--- src/source/hsem_pkg.sv ---
// two cores only (ids 1 and 2), eight resources, fixed 8-bit word-aligned register map
`default_nettype none

package hsem_pkg;

    // ------------------------------
    // bus and array sizes
    // ------------------------------
    localparam int DATA_WIDTH    = 32;
    localparam int ADDR_WIDTH    = 8;
    localparam int RES_NUM       = 8;
    localparam int RES_IDX_WIDTH = 3;
    localparam int ID_WIDTH      = 8;
    localparam int SEM_WIDTH     = 16;  // one semaphore word
    localparam int SEMNUM_WIDTH  = 5;   // resource field in semerr

    // known owners, zero means nobody
    localparam logic [ID_WIDTH-1:0] CORE_0_ID = 8'd1;
    localparam logic [ID_WIDTH-1:0] CORE_1_ID = 8'd2;

    // ------------------------------
    // register map
    // ------------------------------
    localparam logic [ADDR_WIDTH-1:0] RES_BASE_OFFSET = 8'h00;
    localparam int                    RES_STRIDE      = 4;
    localparam logic [ADDR_WIDTH-1:0] RES_END_OFFSET  =
        ADDR_WIDTH'(RES_BASE_OFFSET + RES_NUM * RES_STRIDE);  // first offset past the bank

    // 0x20 and 0x24 are unused and read as zero
    localparam logic [ADDR_WIDTH-1:0] ERR_OFFSET      = 8'h28;
    localparam logic [ADDR_WIDTH-1:0] ERR_CLR_OFFSET  = 8'h2C;
    localparam logic [ADDR_WIDTH-1:0] STATUS_0_OFFSET = 8'h30;
    localparam logic [ADDR_WIDTH-1:0] STATUS_1_OFFSET = 8'h34;

    // ------------------------------
    // error codes
    // ------------------------------
    localparam int ERR_CODE_WIDTH = 3;

    typedef enum logic [ERR_CODE_WIDTH-1:0] {
        ERR_ALREADY_FREE = 3'd0,  // release of a free resource
        ERR_ILLEGAL_FREE = 3'd1,  // release of another core's resource
        ERR_ALREADY_OWN  = 3'd3   // lock of a resource already held
    } err_code_t;

    // valid flag sits just above id, number and code
    localparam int SEMERR_VALID_BIT = ID_WIDTH + SEMNUM_WIDTH + ERR_CODE_WIDTH;

    // ------------------------------
    // semaphore word
    // ------------------------------
    // same layout as the write data: id in 15..8, lock request in bit 0
    typedef struct packed {
        logic [ID_WIDTH-1:0]             owner;
        logic [SEM_WIDTH-ID_WIDTH-2:0]   rsvd;   // always zero
        logic                            lock;   // set means taken
    } sem_word_t;

    typedef sem_word_t [RES_NUM-1:0] sem_array_t;

endpackage

`default_nettype wire

--- src/source/hsem_err_if.sv ---
// one error event per cycle, same strobe rule as the request, nothing can stall it
`default_nettype none

interface hsem_err_if;
    import hsem_pkg::*;

    logic                     valid;  // single-cycle strobe
    err_code_t                code;
    logic [RES_IDX_WIDTH-1:0] index;  // offending resource
    logic [ID_WIDTH-1:0]      id;     // writer that caused it

    modport src
    (
        output valid, code, index, id
    );

    modport dst
    (
        input valid, code, index, id
    );

endinterface

`default_nettype wire

--- src/source/hsem_req_if.sv ---
// one decoded semaphore write per cycle, no back-pressure since the bank always accepts
`default_nettype none

interface hsem_req_if;
    import hsem_pkg::*;

    logic                     valid;  // single-cycle strobe
    logic [RES_IDX_WIDTH-1:0] index;
    logic                     lock;   // 1 lock, 0 release
    logic [ID_WIDTH-1:0]      id;     // never zero while valid

    modport src
    (
        output valid, index, lock, id
    );

    modport dst
    (
        input valid, index, lock, id
    );

endinterface

`default_nettype wire

--- src/source/hsem_err_record.sv ---
// keeps only the first error until software clears it; later errors are lost
`default_nettype none

module hsem_err_record
(
    input  logic                            hclk,
    input  logic                            hresetn,
    hsem_err_if.dst                         err,
    input  logic                            err_clear,
    output logic [hsem_pkg::DATA_WIDTH-1:0] semerr
);
    import hsem_pkg::*;

    logic                     valid_q;
    err_code_t                code_q;
    logic [RES_IDX_WIDTH-1:0] index_q;
    logic [ID_WIDTH-1:0]      id_q;
    logic                     capture;

    // new error wins over a clear in the same cycle
    assign capture = err.valid && (!valid_q || err_clear);

    always_ff @(posedge hclk or negedge hresetn)
    begin
        if (!hresetn)
        begin
            valid_q <= 1'b0;
        end
        else if (capture)
        begin
            valid_q <= 1'b1;
        end
        else if (err_clear)
        begin
            valid_q <= 1'b0;
        end
    end

    always_ff @(posedge hclk)
    begin
        if (capture)
        begin
            code_q  <= err.code;
            index_q <= err.index;
            id_q    <= err.id;
        end
    end

    // ------------------------------
    // semerr packing
    // ------------------------------
    assign semerr = valid_q ? {{(DATA_WIDTH-SEMERR_VALID_BIT-1){1'b0}}, 1'b1, id_q,
                               {(SEMNUM_WIDTH-RES_IDX_WIDTH){1'b0}}, index_q, code_q}
                            : '0;  // whole word zero when nothing held

    a_code_legal: assert property (@(posedge hclk) disable iff (!hresetn)
        valid_q |-> (code_q inside {ERR_ALREADY_FREE, ERR_ILLEGAL_FREE, ERR_ALREADY_OWN}))
        else $error("stored error code %0d is undefined", code_q);

endmodule

`default_nettype wire

--- src/source/hsem_reg_access.sv ---
// purely combinational; rdata is zero for rd_en low, unmapped or non-aligned offsets
`default_nettype none

module hsem_reg_access
(
    input  logic                            wr_en,
    input  logic                            rd_en,
    input  logic [hsem_pkg::ADDR_WIDTH-1:0] reg_addr,
    input  logic [hsem_pkg::DATA_WIDTH-1:0] wdata,
    input  hsem_pkg::sem_array_t            sem_words,
    input  logic [hsem_pkg::RES_NUM-1:0]    status_0,
    input  logic [hsem_pkg::RES_NUM-1:0]    status_1,
    input  logic [hsem_pkg::DATA_WIDTH-1:0] semerr,
    hsem_req_if.src                         req,
    output logic                            err_clear,
    output logic [hsem_pkg::DATA_WIDTH-1:0] rdata
);
    import hsem_pkg::*;

    logic [ADDR_WIDTH-1:0]    res_off;
    logic [ADDR_WIDTH-1:0]    res_slot;
    logic [RES_IDX_WIDTH-1:0] res_idx;
    logic                     res_hit;
    sem_word_t                wr_word;

    // ------------------------------
    // address decode
    // ------------------------------
    assign res_off  = reg_addr - RES_BASE_OFFSET;
    assign res_slot = ADDR_WIDTH'(res_off / RES_STRIDE);
    assign res_idx  = res_slot[RES_IDX_WIDTH-1:0];
    assign res_hit  = (reg_addr >= RES_BASE_OFFSET) && (reg_addr < RES_END_OFFSET)
                   && ((res_off % RES_STRIDE) == 0);  // word aligned only

    // write data shares the semaphore word layout
    assign wr_word = sem_word_t'(wdata[SEM_WIDTH-1:0]);

    // ------------------------------
    // write side
    // ------------------------------
    assign req.valid = wr_en && res_hit && (wr_word.owner != '0);  // id zero is no owner
    assign req.index = res_idx;
    assign req.lock  = wr_word.lock;
    assign req.id    = wr_word.owner;

    assign err_clear = wr_en && (reg_addr == ERR_CLR_OFFSET);

    // ------------------------------
    // read mux
    // ------------------------------
    always_comb
    begin
        rdata = '0;
        if (rd_en)
        begin
            if (res_hit)
            begin
                rdata = {{(DATA_WIDTH-SEM_WIDTH){1'b0}}, sem_words[res_idx]};
            end
            else
            begin
                case (reg_addr)
                    ERR_OFFSET:      rdata = semerr;
                    STATUS_0_OFFSET: rdata = {{(DATA_WIDTH-RES_NUM){1'b0}}, status_0};
                    STATUS_1_OFFSET: rdata = {{(DATA_WIDTH-RES_NUM){1'b0}}, status_1};
                    default:         rdata = '0;  // clear offset and holes
                endcase
            end
        end
    end

endmodule

`default_nettype wire

--- src/source/hsem_sem_bank.sv ---
// one request per cycle; lock on a resource held by the other core is dropped with no error
`default_nettype none

module hsem_sem_bank
(
    input  logic                         hclk,
    input  logic                         hresetn,
    hsem_req_if.dst                      req,
    hsem_err_if.src                      err,
    output hsem_pkg::sem_array_t         sem_words,
    output logic [hsem_pkg::RES_NUM-1:0] status_0,
    output logic [hsem_pkg::RES_NUM-1:0] status_1
);
    import hsem_pkg::*;

    sem_array_t sem_q;
    sem_word_t  cur;       // addressed semaphore
    logic       take;
    logic       drop;
    logic       err_hit;
    err_code_t  err_code;

    assign cur = sem_q[req.index];

    // ------------------------------
    // lock and release rules
    // ------------------------------
    always_comb
    begin
        take     = 1'b0;
        drop     = 1'b0;
        err_hit  = 1'b0;
        err_code = ERR_ALREADY_FREE;
        if (req.valid)
        begin
            if (req.lock)
            begin
                if (!cur.lock)
                begin
                    take = 1'b1;
                end
                else if (cur.owner == req.id)
                begin
                    err_hit  = 1'b1;
                    err_code = ERR_ALREADY_OWN;
                end
                // held by someone else, quietly denied
            end
            else if (!cur.lock)
            begin
                err_hit  = 1'b1;
                err_code = ERR_ALREADY_FREE;
            end
            else if (cur.owner != req.id)
            begin
                err_hit  = 1'b1;
                err_code = ERR_ILLEGAL_FREE;
            end
            else
            begin
                drop = 1'b1;  // owner gives it back
            end
        end
    end

    always_ff @(posedge hclk or negedge hresetn)
    begin
        if (!hresetn)
        begin
            sem_q <= '0;
        end
        else if (take)
        begin
            sem_q[req.index] <= '{owner: req.id, rsvd: '0, lock: 1'b1};
        end
        else if (drop)
        begin
            sem_q[req.index] <= '0;  // free and owner back to zero
        end
    end

    // error event goes out in the request cycle
    assign err.valid = err_hit;
    assign err.code  = err_code;
    assign err.index = req.index;
    assign err.id    = req.id;

    assign sem_words = sem_q;

    // ------------------------------
    // per-core ownership
    // ------------------------------
    for (genvar i = 0; i < RES_NUM; i++)
    begin : g_res
        assign status_0[i] = (sem_q[i].owner == CORE_0_ID);
        assign status_1[i] = (sem_q[i].owner == CORE_1_ID);

        a_free_no_owner: assert property (@(posedge hclk) disable iff (!hresetn)
            !sem_q[i].lock |-> (sem_q[i].owner == '0))
            else $error("free semaphore %0d keeps an owner", i);
    end

    // a faulty write comes with a request and leaves every semaphore as it was
    a_err_needs_req: assert property (@(posedge hclk) disable iff (!hresetn)
        err.valid |-> req.valid ##1 (sem_q == $past(sem_q)))
        else $error("error event without a request or with a semaphore change");

    a_single_owner: assert property (@(posedge hclk) disable iff (!hresetn)
        (status_0 & status_1) == '0)
        else $error("resource marked for both cores");

endmodule

`default_nettype wire

--- src/source/hsem_top.sv ---
// plain strobe port, no AHB wrapper; interrupt offsets 0x20 and 0x24 read as zero
`default_nettype none

module hsem_top
(
    input  logic                            hclk,
    input  logic                            hresetn,
    input  logic                            wr_en,
    input  logic                            rd_en,
    input  logic [hsem_pkg::ADDR_WIDTH-1:0] reg_addr,
    input  logic [hsem_pkg::DATA_WIDTH-1:0] wdata,
    output logic [hsem_pkg::DATA_WIDTH-1:0] rdata,
    output logic [hsem_pkg::DATA_WIDTH-1:0] semerr
);
    import hsem_pkg::*;

    sem_array_t           sem_words;
    logic [RES_NUM-1:0]   status_0;
    logic [RES_NUM-1:0]   status_1;
    logic                 err_clear;

    hsem_req_if req_if ();
    hsem_err_if err_if ();

    // ------------------------------
    // decode and read mux
    // ------------------------------
    hsem_reg_access u_reg_access
    (
        .wr_en     (wr_en),
        .rd_en     (rd_en),
        .reg_addr  (reg_addr),
        .wdata     (wdata),
        .sem_words (sem_words),
        .status_0  (status_0),
        .status_1  (status_1),
        .semerr    (semerr),
        .req       (req_if.src),
        .err_clear (err_clear),
        .rdata     (rdata)
    );

    hsem_sem_bank u_sem_bank
    (
        .hclk      (hclk),
        .hresetn   (hresetn),
        .req       (req_if.dst),
        .err       (err_if.src),
        .sem_words (sem_words),
        .status_0  (status_0),
        .status_1  (status_1)
    );

    hsem_err_record u_err_record
    (
        .hclk      (hclk),
        .hresetn   (hresetn),
        .err       (err_if.dst),
        .err_clear (err_clear),
        .semerr    (semerr)  // also read back at ERR_OFFSET
    );

endmodule

`default_nettype wire
--- config.mk ---
export PLATFORM = sky130hd
export DESIGN_NAME = hsem_top
export DESIGN_NICKNAME = d
export VERILOG_FILES = /design/src/source/hsem_pkg.sv /design/src/source/hsem_err_if.sv /design/src/source/hsem_req_if.sv /design/src/source/hsem_err_record.sv /design/src/source/hsem_reg_access.sv /design/src/source/hsem_sem_bank.sv /design/src/source/hsem_top.sv
export SDC_FILE = /design/constraint.sdc
export NUM_CORES = 1
export LEC_CHECK = 0
export BUFFER_PORTS_ARGS = -buffer_cell sky130_fd_sc_hd__clkbuf_2
export CORE_MARGIN = 3
export CORE_UTILIZATION = 59
export DETAILED_ROUTE_END_ITERATION = 8
export PLACE_DENSITY_LB_ADDON = 0.12
export SYNTH_ARGS = -nofsm -noshare
export SYNTH_HDL_FRONTEND = slang
export SYNTH_HIERARCHICAL = 1
export SYNTH_SLANG_ARGS = --single-unit
--- constraint.sdc ---
create_clock -name hclk -period 3.16 [get_ports hclk]
set_clock_uncertainty 0.15 [all_clocks]
set_input_delay 0.632 -clock hclk [delete_from_list [all_inputs] [get_ports hclk]]
set_output_delay 0.632 -clock hclk [all_outputs]
set_load 0.02 [all_outputs]
* After elaboration in Yosys (flattened, before gate mapping)
Index checks and enable logic that the tools add are counted.
** Storage, ports and cells
- Register bits after elaboration :: 143
** Operators by class
- Bitwise gates (word level) :: 2
- Muxes and demuxes :: 31
- $lt $le $gt $ge :: 4
- Reduce and logical (&&, ||, !) cells :: 13
- Equality and inequality tests :: 22
** Operators by type and width (count)
- 128-bit two-way mux :: 2
- 128-bit bitwise AND :: 1
- 128-bit bitwise mux :: 1
- 128-bit NOT :: 1
- 32-bit case mux with 3 select lines :: 1
- 8-bit by 1-bit equality test with 1-bit output (second input constant) :: 8
- 8-bit by 2-bit equality test with 1-bit output (second input constant) :: 8
- 32-bit two-way mux :: 2
- 16-bit binary-select mux with 3-bit select :: 1
- 16-bit demux with 3-bit select :: 1
- 8-bit by 6-bit equality test with 1-bit output (second input constant) :: 4
- 32-bit zero test :: 1
- 16-bit two-way mux :: 2
- 17-bit two-way mux :: 1
- 1-bit two-way mux :: 16
- 3-bit two-way mux :: 3
- 8-bit equality test :: 1
- 8-bit by 1-bit >= comparator with 1-bit output (second input constant) :: 1
- 8-bit by 6-bit less-than comparator with 1-bit output (second input constant) :: 1
- 8-bit != test :: 1
- 8-bit nonzero test :: 1
- 1-bit logical AND :: 7
- 3-bit by 4-bit less-than comparator with 1-bit output (second input constant) :: 1
- 2-bit nonzero test :: 2
- other kinds (4) :: 4

* Depth between registers and ports, before layout
Gate-level depths: netlist of run 1.
- Word-level depth :: 9
- Mapped depth :: 13

* Modules after synthesis
The synthesis of run 1 kept the hierarchy.
** Modules (own cells, without submodules)
- hsem_sem_bank :: cells each 613, seq. area each 3203.1 um^2, times used 1, area each 6284.8 um^2
- hsem_reg_access :: cells each 140, seq. area each 0.0 um^2, times used 1, area each 1597.8 um^2
- hsem_err_record :: cells each 52, seq. area each 445.4 um^2, times used 1, area each 715.7 um^2

* Least setup slack after synthesis of run 1
No wires, ideal clock.
- Path type :: input-to-reg
- From :: in reg_addr[2] (netlist name)
- To :: reg u_err_record.code_q[0] (enable)
- Stages :: 11
- Slack :: -315 ps
- Library setup time :: 366 ps
- Data arrival time :: 2959 ps
- Cell sequence :: buf_4 -> buf_2 -> buf_6 -> mux4_2 -> mux2i_1 -> xor2_1 -> nand2_1 -> nor4_4 -> and3_1 -> o21a_1 -> and2_1
** On the way
- Longest elaborated chain between the ends :: 8
- Elaborated cells between the ends (all ways) :: 20
** RTL lines
- start, declared :: RTL line hsem_top.sv:10 : input logic [hsem_pkg::ADDR_WIDTH-1:0] reg_addr,
- 16-bit binary-select mux with 3-bit select :: RTL line hsem_sem_bank.sv:23 : assign cur = sem_q[req.index];
- 16-bit two-way mux (implied by the code) :: RTL line hsem_sem_bank.sv:23
- 8-bit != test or 8-bit equality test (tied branches) :: RTL line hsem_sem_bank.sv:54, hsem_sem_bank.sv:42
- 1-bit two-way mux (on tied branches) :: RTL line hsem_sem_bank.sv:54, hsem_sem_bank.sv:42
- 1-bit two-way mux (on tied branches) :: RTL line hsem_sem_bank.sv:49, hsem_sem_bank.sv:38
- 1-bit two-way mux :: RTL line hsem_sem_bank.sv:36 : if (req.lock)
- 1-bit two-way mux (*) :: RTL line hsem_sem_bank.sv:34 : if (req.valid)
- net err_if.valid :: RTL line hsem_err_if.sv:7 : logic valid;
- 1-bit logical AND (*) :: RTL line hsem_err_record.sv:21 : assign capture = err.valid && (!valid_q || err_clear);
- net u_err_record.capture :: RTL line hsem_err_record.sv:18 : logic capture;
- end signal, assigned :: RTL line hsem_err_record.sv:43 : code_q <= err.code;
- end, declared :: RTL line hsem_err_record.sv:15 : err_code_t code_q;
Mark *: on every way through the listed nets, which the timed path passes. The rest lies on a longest branch. The select of a mux whose other input is x is not followed.
A chain may end at the register's enable or synchronous reset.

* Worst setup path in the final report of run 1
- From :: reg u_sem_bank.sem_q (netlist bit u_sem_bank/sem_words[91])
- To :: out rdata[5] (netlist name)
** On the way
- Longest elaborated chain between the ends :: 4
- Elaborated cells between the ends (all ways) :: 5
** RTL lines
- start, declared :: RTL line hsem_sem_bank.sv:16 : sem_array_t sem_q;
- start signal, assigned by index :: RTL line hsem_sem_bank.sv:74 : sem_q[req.index] <= '{owner: req.id, rsvd: '0, lock: 1'b1};
- 8-bit by 1-bit equality test with 1-bit output :: RTL line hsem_sem_bank.sv:95 : assign status_0[i] = (sem_q[i].owner == CORE_0_ID);
- net status_0[5] :: RTL line hsem_top.sv:18 : logic [RES_NUM-1:0] status_0;
- 32-bit case mux with 3 select lines :: RTL line hsem_reg_access.sv:62 : case (reg_addr)
- 32-bit two-way mux :: RTL line hsem_reg_access.sv:56 : if (res_hit)
- 32-bit two-way mux :: RTL line hsem_reg_access.sv:54 : if (rd_en)
- end, declared :: RTL line hsem_top.sv:12 : output logic [hsem_pkg::DATA_WIDTH-1:0] rdata,
The timed path passes the listed nets, and every way through them passes these cells.

==> impl_metrics.py, run 1 <==
metrics = {
    "logic_synthesis": {
        "synth_flop_cell": "dfrtp_1",
        "synth_area_mm2": 0.00860,
        "synthTopCellsByArea": "dfrtp_1, mux4_2, a21o_1",
        "synth_compound_area_frac": 0.207,
        "async_flop_share": 0.902,
        "yosysSeqAreaShare": 0.424,
        "synth_top_family_by_area": "compound AO/OA/AOI/OAI gates",
        "synth_area_per_cell_um2": 10.7,
        "muxShareOfSynthArea": 0.134,
        "yosysWarningCount": 6,
        "synth_top_area_frac": 0.375,
        "synthCells": 805,
        "synth_edf_count": 14,
        "synth_cell_types": 59,
        "synth-simple-area-share": 0.146,
        "yosys.area_share.xor_xnor": 0.00306,
        "ys_ff_latch": 143,
        "yosysTopAreaCell": "dfrtp_1",
        "synthAdderAreaFrac": 0,
    },
    "worst_setup_path": {
        "critPathLaunchType": "flop",
        "critical_path_class": "reg -> out",
        "crit_fanout": 5,
        "ff2ff_path_depth": 8,
        "crit_required_ns": 2.38,
        "r2r_start": "u_sem_bank/sem_words[126]",
        "worst_setup_path_end_kind": "primary output",
        "r2r_slack_ns": 0.13,
        "regToRegEndpoint": "u_err_record/id_q[5]",
        "path_cells": "nor4_2 -> nand2_1 -> nor3b_2 -> mux2_2 -> a22oi_1 -> a211oi_2 -> buf_2",
        "crit_slowest_cell": "dfrtp_2",
        "cp.arrival_ns": 2.33,
        "cp_slowest_stage_delay_ns": 0.46,
    },
    "status": {
        "outcome": "complete, no violations",
    },
    "clock_tree": {
        "clk_latency_ns": 0.42,
        "cts_buffers": 17,
        "cts_max_path_buffers": 2,
        "clk_pin_slew_ns": 0.06,
        "cts_tree": "yes",
        "ctsRootBufferMaster": "clkbuf_16",
        "clock-sinks": 143,
        "hold_buffers": 0,
        "htreeDepth": 4,
    },
    "sta": {
        "setup_viol": 0,
        "layout_setup_ws_ns": 0.0488,
        "drv_slew": 0,
        "tightest_slew_ns": 0.925,
        "timing_hold_violations_final": 0,
        "period_share": 0.985,
        "relSlewSlack": 0.382,
        "fmax_mhz": 321,
        "period_needed_ns": 3.11,
    },
    "power_and_ir_drop": {
        "ir_drop_mv": 0.385,
        "p_leak_nw": 4.05,
        "powerDensity_mw_per_mm2": 436,
    },
    "placement": {
        "hpwl_um": 15900,
        "place_congestion": 0.993,
        "dp_slack_ns": -0.311,
        "port_buffers": 52,
    },
    "die": {
        "ios": 108,
        "die_x_um": 127,
        "core_mm2": 0.0140,
        "fp.dieArea_mm2": 0.0161,
        "rows": 43,
        "start_util": 0.612,
        "dieHeight_um": 127,
    },
    "routing": {
        "firstDrtPassIters": 5,
        "drt_iter0_drc": 796,
        "vias": 6874,
        "drc": 0,
        "drtAntennaViolNets": 0,
        "wl_per_cell_um": 22.2,
        "avgViaCountPerCell": 6.61,
        "wirelength_um": 23100,
    },
    "global_routing": {
        "grt_remaining_overflow": 0,
        "antenna_found_initial": 0,
        "grt_pass1_vias": 6625,
        "grt_max_degree": 53,
        "gr-usage-all-layers": 0.292,
        "grt_pass1_wl_um": 36500,
    },
    "finish": {
        "final-seq-area_mm2": 0.00365,
        "multi_input_area_mm2": 0.00442,
        "antenna_cells": 0,
        "final_common_cell": "dfrtp_1",
        "syn_to_final_growth_pct": 12.7,
        "drive_gt1_frac": 0.276,
        "fillers": 1041,
        "fin_util": 0.690,
        "final_cell_mix": "dfrtp_1, nand2_1, o21ai_0, a21o_1, o21a_1",
        "fin_nets": 892,
    },
    "min_path": {
        "hold_path_class": "in -> async",
    },
    "run": {
        "max_cap_viol_count": 0,
    },
}
[flip-flops by register name, indices dropped and copies added (netlist names)]
register and count:
u_sem_bank/sem_words 128, u_err_record/index_q 3, u_err_record/code_q 3, u_err_record/valid_q 1
u_err_record/id_q 8
[metrics by stage]
stage / hold WS [ns] / instances / power (mW) / instance area, um2 / setup TNS (ns)
after floorplan: 0.186 / 821 / 2.20 / 8680 / 0
after global placement: 0.311 / 1008 / 2.31 / 8970 / -13.34
after detailed placement: 0.321 / 1008 / 2.32 / 8970 / -21.31
after CTS: 0.0768 / 1039 / 4.24 / 9570 / 0
after global routing: 0.0909 / 1040 / 4.37 / 9690 / -0.0371
final: 0.0643 / 1040 / 4.22 / 9690 / 0
[critical path, delay by kind of cell (launching register included)]
| family | cells | cell delay, ns |
|---|---|---|
| flip-flops | 1 | 0.46 |
| AO/OA/AOI/OAI | 2 | 0.31 |
| buffers and inverters | 1 | 0.19 |
| multiplexers | 1 | 0.17 |
| AND/OR/NAND/NOR | 3 | 0.77 |
[area by class of cell]
type | count | area share
Clock inverter | 13 | 0.0133
Clock buffer | 18 | 0.0443
Multi-Input combinational cell | 568 | 0.456
Timing Repair Buffer | 111 | 0.0832
Inverter | 7 | 0.00271
Tap cell | 180 | 0.0232
Sequential cell | 143 | 0.377
[kinds of logic (layout without fill, tap and decap cells)]
logic type	Yosys count	count (layout)
buf+inv	110	149
simple gates	225	225
flops	143	143
mux	63	63
xor+xnor	3	3
compound gates	259	259
other cells	2	18
[routing by layer]
metal / vias up / wire length [um] / track usage
li1: 2994 / - / -
met1: 3427 / 9530 / 0.403
met2: 395 / 10800 / 0.460
met3: 58 / 2140 / 0.0594
met4: 0 / 672 / 0.115
met5: - / 0 / 0
[how the worst max path moves through the flow]
| stage | start | to | cells past startpoint |
|---|---|---|---|
| global route | u_sem_bank/sem_words[91] | rdata[5] | 7 |
| finish | u_sem_bank/sem_words[91] | rdata[5] | 7 |
| global placement | reg_addr[2] | u_err_record/id_q[6] | 10 |
| floorplan | reg_addr[2] | u_err_record/code_q[0] | 11 |
| CTS | u_sem_bank/sem_words[60] | rdata[3] | 7 |
| detailed placement | reg_addr[2] | u_err_record/id_q[6] | 10 |
[power breakdown]
group | total, mW | switching, mW | internal (mW)
clock network | 1.93 | 0.829 | 1.10
registers | 1.87 | 0.00966 | 1.86
logic | 0.428 | 0.275 | 0.153
total | 4.22 | 1.11 | 3.11
[cell usage after synthesis, types with 2 or more instances]
master	n
dfrtp_1	129
nand2_1	90
o21ai_0	74
a21o_1	72
o21a_1	58
buf_4	45
mux4_2	30
clkbuf_1	22
and2_1	20
buf_6	17
nor3b_1	17
mux2i_1	15
edfxtp_1	14
o22ai_1	14
nor2b_1	13
buf_2	12
nor2_1	12
nor4_1	12
a211oi_1	11
and2_2	11
nand3_1	11
mux2_2	10
a22oi_1	8
mux4_1	8
inv_1	7
buf_1	6
nand2b_1	6
nand3b_1	6
or2_2	5
a221o_1	4
a221o_2	4
nor3_1	4
and3_1	3
nor4_4	3
a21oi_1	2
a22o_1	2
and3b_1	2
conb_1	2
o2111ai_1	2
or3_1	2
xor2_1	2
[what timing repair did]
item                       4_1_cts  5_1_grt
setup endpoints to repair        4       11
gates resized for setup          9       33
buffers inserted                 0        1
pin swaps                        0        8
No activity file was read; power rests on OpenSTA's default activity.
==> run 2, diff against run 1 <==
Settings changed: CELL_PAD_IN_SITES_DETAIL_PLACEMENT set to 1, CELL_PAD_IN_SITES_GLOBAL_PLACEMENT set to 1, CORE_UTILIZATION 59 to 46.
==> impl_metrics.py, run 2 (synthesis results as in run 1) <==
metrics = {
    "worst_setup_path": {
        "cp.arrival_ns": 2.36,
        "worst_setup_path_end_kind": "primary output",
        "critPathLaunchType": "input pin",
        "crit_required_ns": 2.38,
        "path_common_cell": "buf_4",
        "crit_slowest_cell": "mux4_2",
        "crit_fanout": 21,
        "regToRegEndpoint": "u_err_record/id_q[6]",
        "critical_path_class": "in -> out",
        "r2r_slack_ns": 0.19,
        "path_cells": "buf_8 -> buf_4 -> buf_12 -> mux4_2 -> o22ai_1 -> a211oi_2 -> buf_4",
        "worst-path-buf-inv": 4,
        "cp_slowest_stage_delay_ns": 0.53,
        "critPathTopFamily": "buffers and inverters",
        "r2r_start": "u_sem_bank/sem_words[62]",
        "ff2ff_path_depth": 8,
    },
    "power_and_ir_drop": {
        "p_int_mw": 3.26,
        "switching_share": 0.264,
        "ir_drop_mv": 0.395,
        "powerDensity_mw_per_mm2": 447,
        "seqPwrFrac": 0.422,
        "p_leak_nw": 4.15,
        "p_comb_frac": 0.101,
        "p_sw_mw": 1.17,
        "power.share.clock": 0.477,
    },
    "routing": {
        "drtAntennaViolNets": 0,
        "vias": 6791,
        "firstDrtPassIters": 5,
        "wirelength_um": 26300,
        "avgViaCountPerCell": 6.22,
        "drc": 0,
        "drt_iter0_drc": 517,
        "wl_per_cell_um": 24.1,
    },
    "global_routing": {
        "grt_max_degree": 73,
        "antenna_found_initial": 0,
        "grt_pass1_wl_um": 40500,
        "grt_remaining_overflow": 0,
        "gr-usage-all-layers": 0.261,
        "grt_pass1_vias": 6938,
    },
    "min_path": {
        "worstHoldPathCells": 1,
        "hold_path_class": "in -> reg",
        "hp-start": "wdata[9]",
        "worstHoldEndpoint": "u_err_record/id_q[1]",
    },
    "die": {
        "core_mm2": 0.0181,
        "rows": 49,
        "start_util": 0.474,
        "ios": 108,
        "die_x_um": 143,
        "fp.dieArea_mm2": 0.0204,
        "dieHeight_um": 143,
    },
    "clock_tree": {
        "cts_tree": "yes",
        "cts_buffers": 17,
        "post-cts-setup-buffers": 0,
        "htreeDepth": 4,
        "clk_pin_slew_ns": 0.06,
        "ctsRootBufferMaster": "clkbuf_16",
        "clk_latency_ns": 0.43,
        "clock-sinks": 143,
        "cts_max_path_buffers": 2,
    },
    "sta": {
        "relSlewSlack": 0.450,
        "setup_viol": 0,
        "fmax_mhz": 318,
        "period_needed_ns": 3.14,
        "tightest_slew_ns": 0.825,
        "hold_ws_ns": 0.317,
        "period_share": 0.994,
        "timing_hold_violations_final": 0,
        "rsz0062_at_grt": "true",
        "drv_slew": 0,
    },
    "finish": {
        "largest_reg_flops": 128,
        "antenna_cells": 0,
        "fin_nets": 895,
        "fin_util": 0.546,
        "drive_gt1_frac": 0.291,
        "final_cell_mix": "dfrtp_1, nand2_1, o21ai_0, a21o_1",
        "final_common_cell": "dfrtp_1",
        "syn_to_final_growth_pct": 15.3,
    },
    "placement": {
        "hpwl_um": 17900,
        "place_congestion": 0.953,
        "port_buffers": 52,
    },
    "run": {
        "max_cap_viol_count": 0,
    },
    "status": {
        "outcome": "complete, no violations",
    },
}
==> run 2: changes by cell type in the layout (fill, tap and decap cells not counted), moves of 3 or more <==
cell,previous run,this run
nand2_2,1,6
nand2_1,89,84
clkbuf_4,1,4
inv_8,1,4
buf_4,54,58
buf_2,5,1
==> run 2: worst max path at each step <==
stage	startpoint	endpoint	slack (ns)	depth (start not counted)
after floorplan	reg_addr[2]	u_err_record/code_q[0]	0.006	11
after global placement	reg_addr[2]	u_err_record/id_q[6]	-0.28	10
after detailed placement	reg_addr[2]	u_sem_bank/sem_words[100]	-0.33	11
after CTS	u_sem_bank/sem_words[125]	rdata[7]	-0.002	7
after global routing	u_sem_bank/sem_words[95]	rdata[5]	-0.04	7
final	reg_addr[2]	rdata[1]	0.02	7
==> run 2: cell type report <==
| cell class | count | area [um2] |
|---|---|---|
| flip-flops and latches | 143 | 3660 |
| clock buffers | 18 | 450 |
| fillers | 1940 | 8240 |
| inverters | 7 | 26.3 |
| repair buffers | 114 | 861 |
| well taps | 229 | 287 |
| clock inverters | 13 | 166 |
| multi-input cells | 568 | 4460 |
==> run 2: per-layer routing <==
metal	share of wire	GRT usage
met3	0.052	0.0409
met5	0	0
met4	0.015	0.0715
met2	0.49	0.436
met1	0.44	0.357
==> run 2: power groups by stage <==
stage	Combinational, mW	Sequential [mW]	Clock (mW)
floorplan	0.301	1.90	0
global placement	0.420	1.90	0
detailed placement	0.434	1.90	0
CTS	0.443	1.87	2.14
global route	0.484	1.87	2.22
finish	0.448	1.87	2.11
==> run 2: timing repair <==
item                       4_1_cts  5_1_grt
gates resized for setup         27       33
setup endpoints to repair        9       12
hold buffers                     1        0
pin swaps                        5       12
hold endpoints to repair        18        0
cloned                           0        0
==> run 2: per-stage QoR <==
stage	instance area, um2	total power, mW	setup WS (ns)	TNS [ns]	cells
final	9910	4.43	0.0181	0	1092
after global routing	9910	4.58	-0.0405	-0.125	1092
after CTS	9810	4.45	-0.00199	-0.00199	1092
after detailed placement	9060	2.34	-0.326	-38.83	1060
after global placement	9060	2.32	-0.279	-22.71	1060
after floorplan	8680	2.20	0.00553	0	821
==> run 3, diff against run 2 <==
Settings changed: SETUP_SLACK_MARGIN set to 0.02.
==> impl_metrics.py, run 3 (synthesis results as in run 1) <==
metrics = {
    "status": {
        "outcome": "complete, no violations",
    },
    "power_and_ir_drop": {
        "p_total_mw": 4.47,
        "powerDensity_mw_per_mm2": 438,
        "ir_drop_mv": 0.341,
        "p_leak_nw": 4.31,
        "p_sw_mw": 1.22,
        "p_comb_frac": 0.108,
        "seqPwrFrac": 0.418,
        "p_int_mw": 3.25,
        "power.share.clock": 0.474,
        "switching_share": 0.272,
    },
    "placement": {
        "hpwl_um": 18800,
        "dpl_cell_area_mm2": 0.00919,
        "port_buffers": 52,
        "dp.cells": 1074,
        "place_congestion": 0.862,
    },
    "routing": {
        "wl_per_cell_um": 24.9,
        "drtAntennaViolNets": 0,
        "avgViaCountPerCell": 6.31,
        "drc": 0,
        "vias": 7044,
        "firstDrtPassIters": 5,
        "drt_iter0_drc": 522,
        "wirelength_um": 27800,
    },
    "worst_setup_path": {
        "path_common_cell": "buf_4",
        "regToRegEndpoint": "u_err_record/id_q[3]",
        "crit_required_ns": 2.38,
        "path_cells": "buf_8 -> buf_12 -> buf_4 -> buf_12 -> buf_4 -> mux4_2 -> o22ai_2 -> a211oi_2 -> buf_4",
        "critical_path_class": "in -> out",
        "cp_slowest_stage_delay_ns": 0.53,
        "r2r_start": "u_sem_bank/sem_words[76]",
        "worst-path-buf-inv": 6,
        "r2r_slack_ns": 0.17,
        "worst_setup_path_end_kind": "primary output",
        "cp.arrival_ns": 2.34,
        "critPathLaunchType": "input pin",
        "critPathTopFamily": "buffers and inverters",
        "ff2ff_path_depth": 8,
        "crit_slowest_cell": "mux4_2",
        "crit_fanout": 13,
        "cp.depth": 9,
    },
    "global_routing": {
        "antenna_found_initial": 0,
        "grt_pass1_wl_um": 42300,
        "grt_pass1_vias": 7431,
        "grt_remaining_overflow": 0,
        "grt_max_degree": 77,
        "gr-usage-all-layers": 0.273,
    },
    "sta": {
        "period_needed_ns": 3.12,
        "hold_ws_ns": 0.313,
        "relSlewSlack": 0.536,
        "timing_hold_violations_final": 0,
        "fmax_mhz": 320,
        "drv_slew": 0,
        "tightest_slew_ns": 0.696,
        "period_share": 0.987,
        "setup_viol": 0,
        "rsz0062_at_grt": "true",
    },
    "clock_tree": {
        "clk_latency_ns": 0.43,
        "clk_pin_slew_ns": 0.06,
        "cts_tree": "yes",
        "cts_max_path_buffers": 2,
        "clock-sinks": 143,
        "cts_buffers": 17,
        "htreeDepth": 4,
        "ctsRootBufferMaster": "clkbuf_16",
    },
    "run": {
        "max_cap_viol_count": 0,
    },
    "finish": {
        "final_area_mm2": 0.0102,
        "fin_nets": 919,
        "syn_to_final_growth_pct": 18.6,
        "largest_reg_flops": 128,
        "drive_gt1_frac": 0.324,
        "antenna_cells": 0,
        "final_common_cell": "dfrtp_1",
        "stdcell_count": 1117,
        "final_cell_mix": "dfrtp_1, nand2_1, buf_4, o21ai_0, a21o_1",
    },
    "die": {
        "dieHeight_um": 143,
        "rows": 49,
        "start_util": 0.474,
        "ios": 108,
        "die_x_um": 143,
        "core_mm2": 0.0181,
        "fp.dieArea_mm2": 0.0204,
    },
    "min_path": {
        "worstHoldPathCells": 1,
        "hold_path_class": "in -> reg",
        "worstHoldEndpoint": "u_err_record/id_q[5]",
        "hp-start": "wdata[13]",
    },
}
run 3: cell count changes in the layout (fill, tap and decap cells not counted), sizes merged:
| cell | delta |
|---|---|
| inv | +3 |
| clkbuf | -2 |
| bufbuf | +1 |
| buf | +23 |
| and2 | +1 |
| clkinv | -1 |
run 3: layout make-up:
cell class | instances | area, um2
repair buffers | 137 | 1080
clock inverters | 15 | 188
inverters | 7 | 26.3
multi-input cells | 569 | 4530
clock buffers | 17 | 425
flip-flops and latches | 143 | 3660
well taps | 229 | 287
fillers | 1937 | 7950
run 3: what timing repair did:
| item | 4_1_cts | 5_1_grt |
|---|---|---|
| hold buffers | 1 | 0 |
| pin swaps | 6 | 9 |
| endpoints found under the hold margin | 4 | 0 |
| endpoints found under the setup margin | 11 | 23 |
| buffers inserted | 3 | 5 |
| gates resized for setup | 28 | 46 |
| gates cloned | 1 | 1 |
run 3: worst max path at each step:
stage,startpoint,endpoint,slack (ns)
finish,reg_addr[2],rdata[6],0.04
global route,u_sem_bank/sem_words[125],rdata[7],-0.07
CTS,u_sem_bank/sem_words[111],rdata[6],-0.005
detailed placement,reg_addr[2],u_err_record/id_q[6],-0.35
global placement,reg_addr[2],u_err_record/id_q[4],-0.22
floorplan,reg_addr[2],u_err_record/code_q[0],0.02
run 3: per-stage QoR:
stage | setup TNS, ns | util | setup WS [ns]
global placement | -15.91 | 0.507 | -0.225
floorplan | 0 | - | 0.0234
finish | 0 | 0.562 | 0.0395
global route | -0.267 | 0.562 | -0.0683
detailed placement | -28.06 | 0.507 | -0.352
CTS | -0.00534 | 0.550 | -0.00534
run 3: worst register-to-register path, stage by stage, from the launching register on:
cell,delay [ns]
dfrtp_1,0.48
mux4_2,0.51
mux2i_1,0.20
xor2_1,0.26
nand2_2,0.12
nor4_4,0.37
and3_1,0.22
o21a_1,0.18
and2_4,0.23
run 3: per-layer routing:
metal  GRT usage  vias to the layer above  share of wire
met5           0                        -              0
met4       0.116                        0          0.028
met3      0.0496                       53          0.056
li1            -                     3047              -
met1       0.357                     3672           0.43
met2       0.450                      272           0.49
run 3: power by group through the flow:
stage	Combinational, mW	Sequential, mW	Clock (mW)
after floorplan	0.301	1.90	0
after global placement	0.435	1.90	0
after detailed placement	0.451	1.90	0
after CTS	0.470	1.87	2.17
after global routing	0.517	1.87	2.26
final	0.481	1.87	2.12
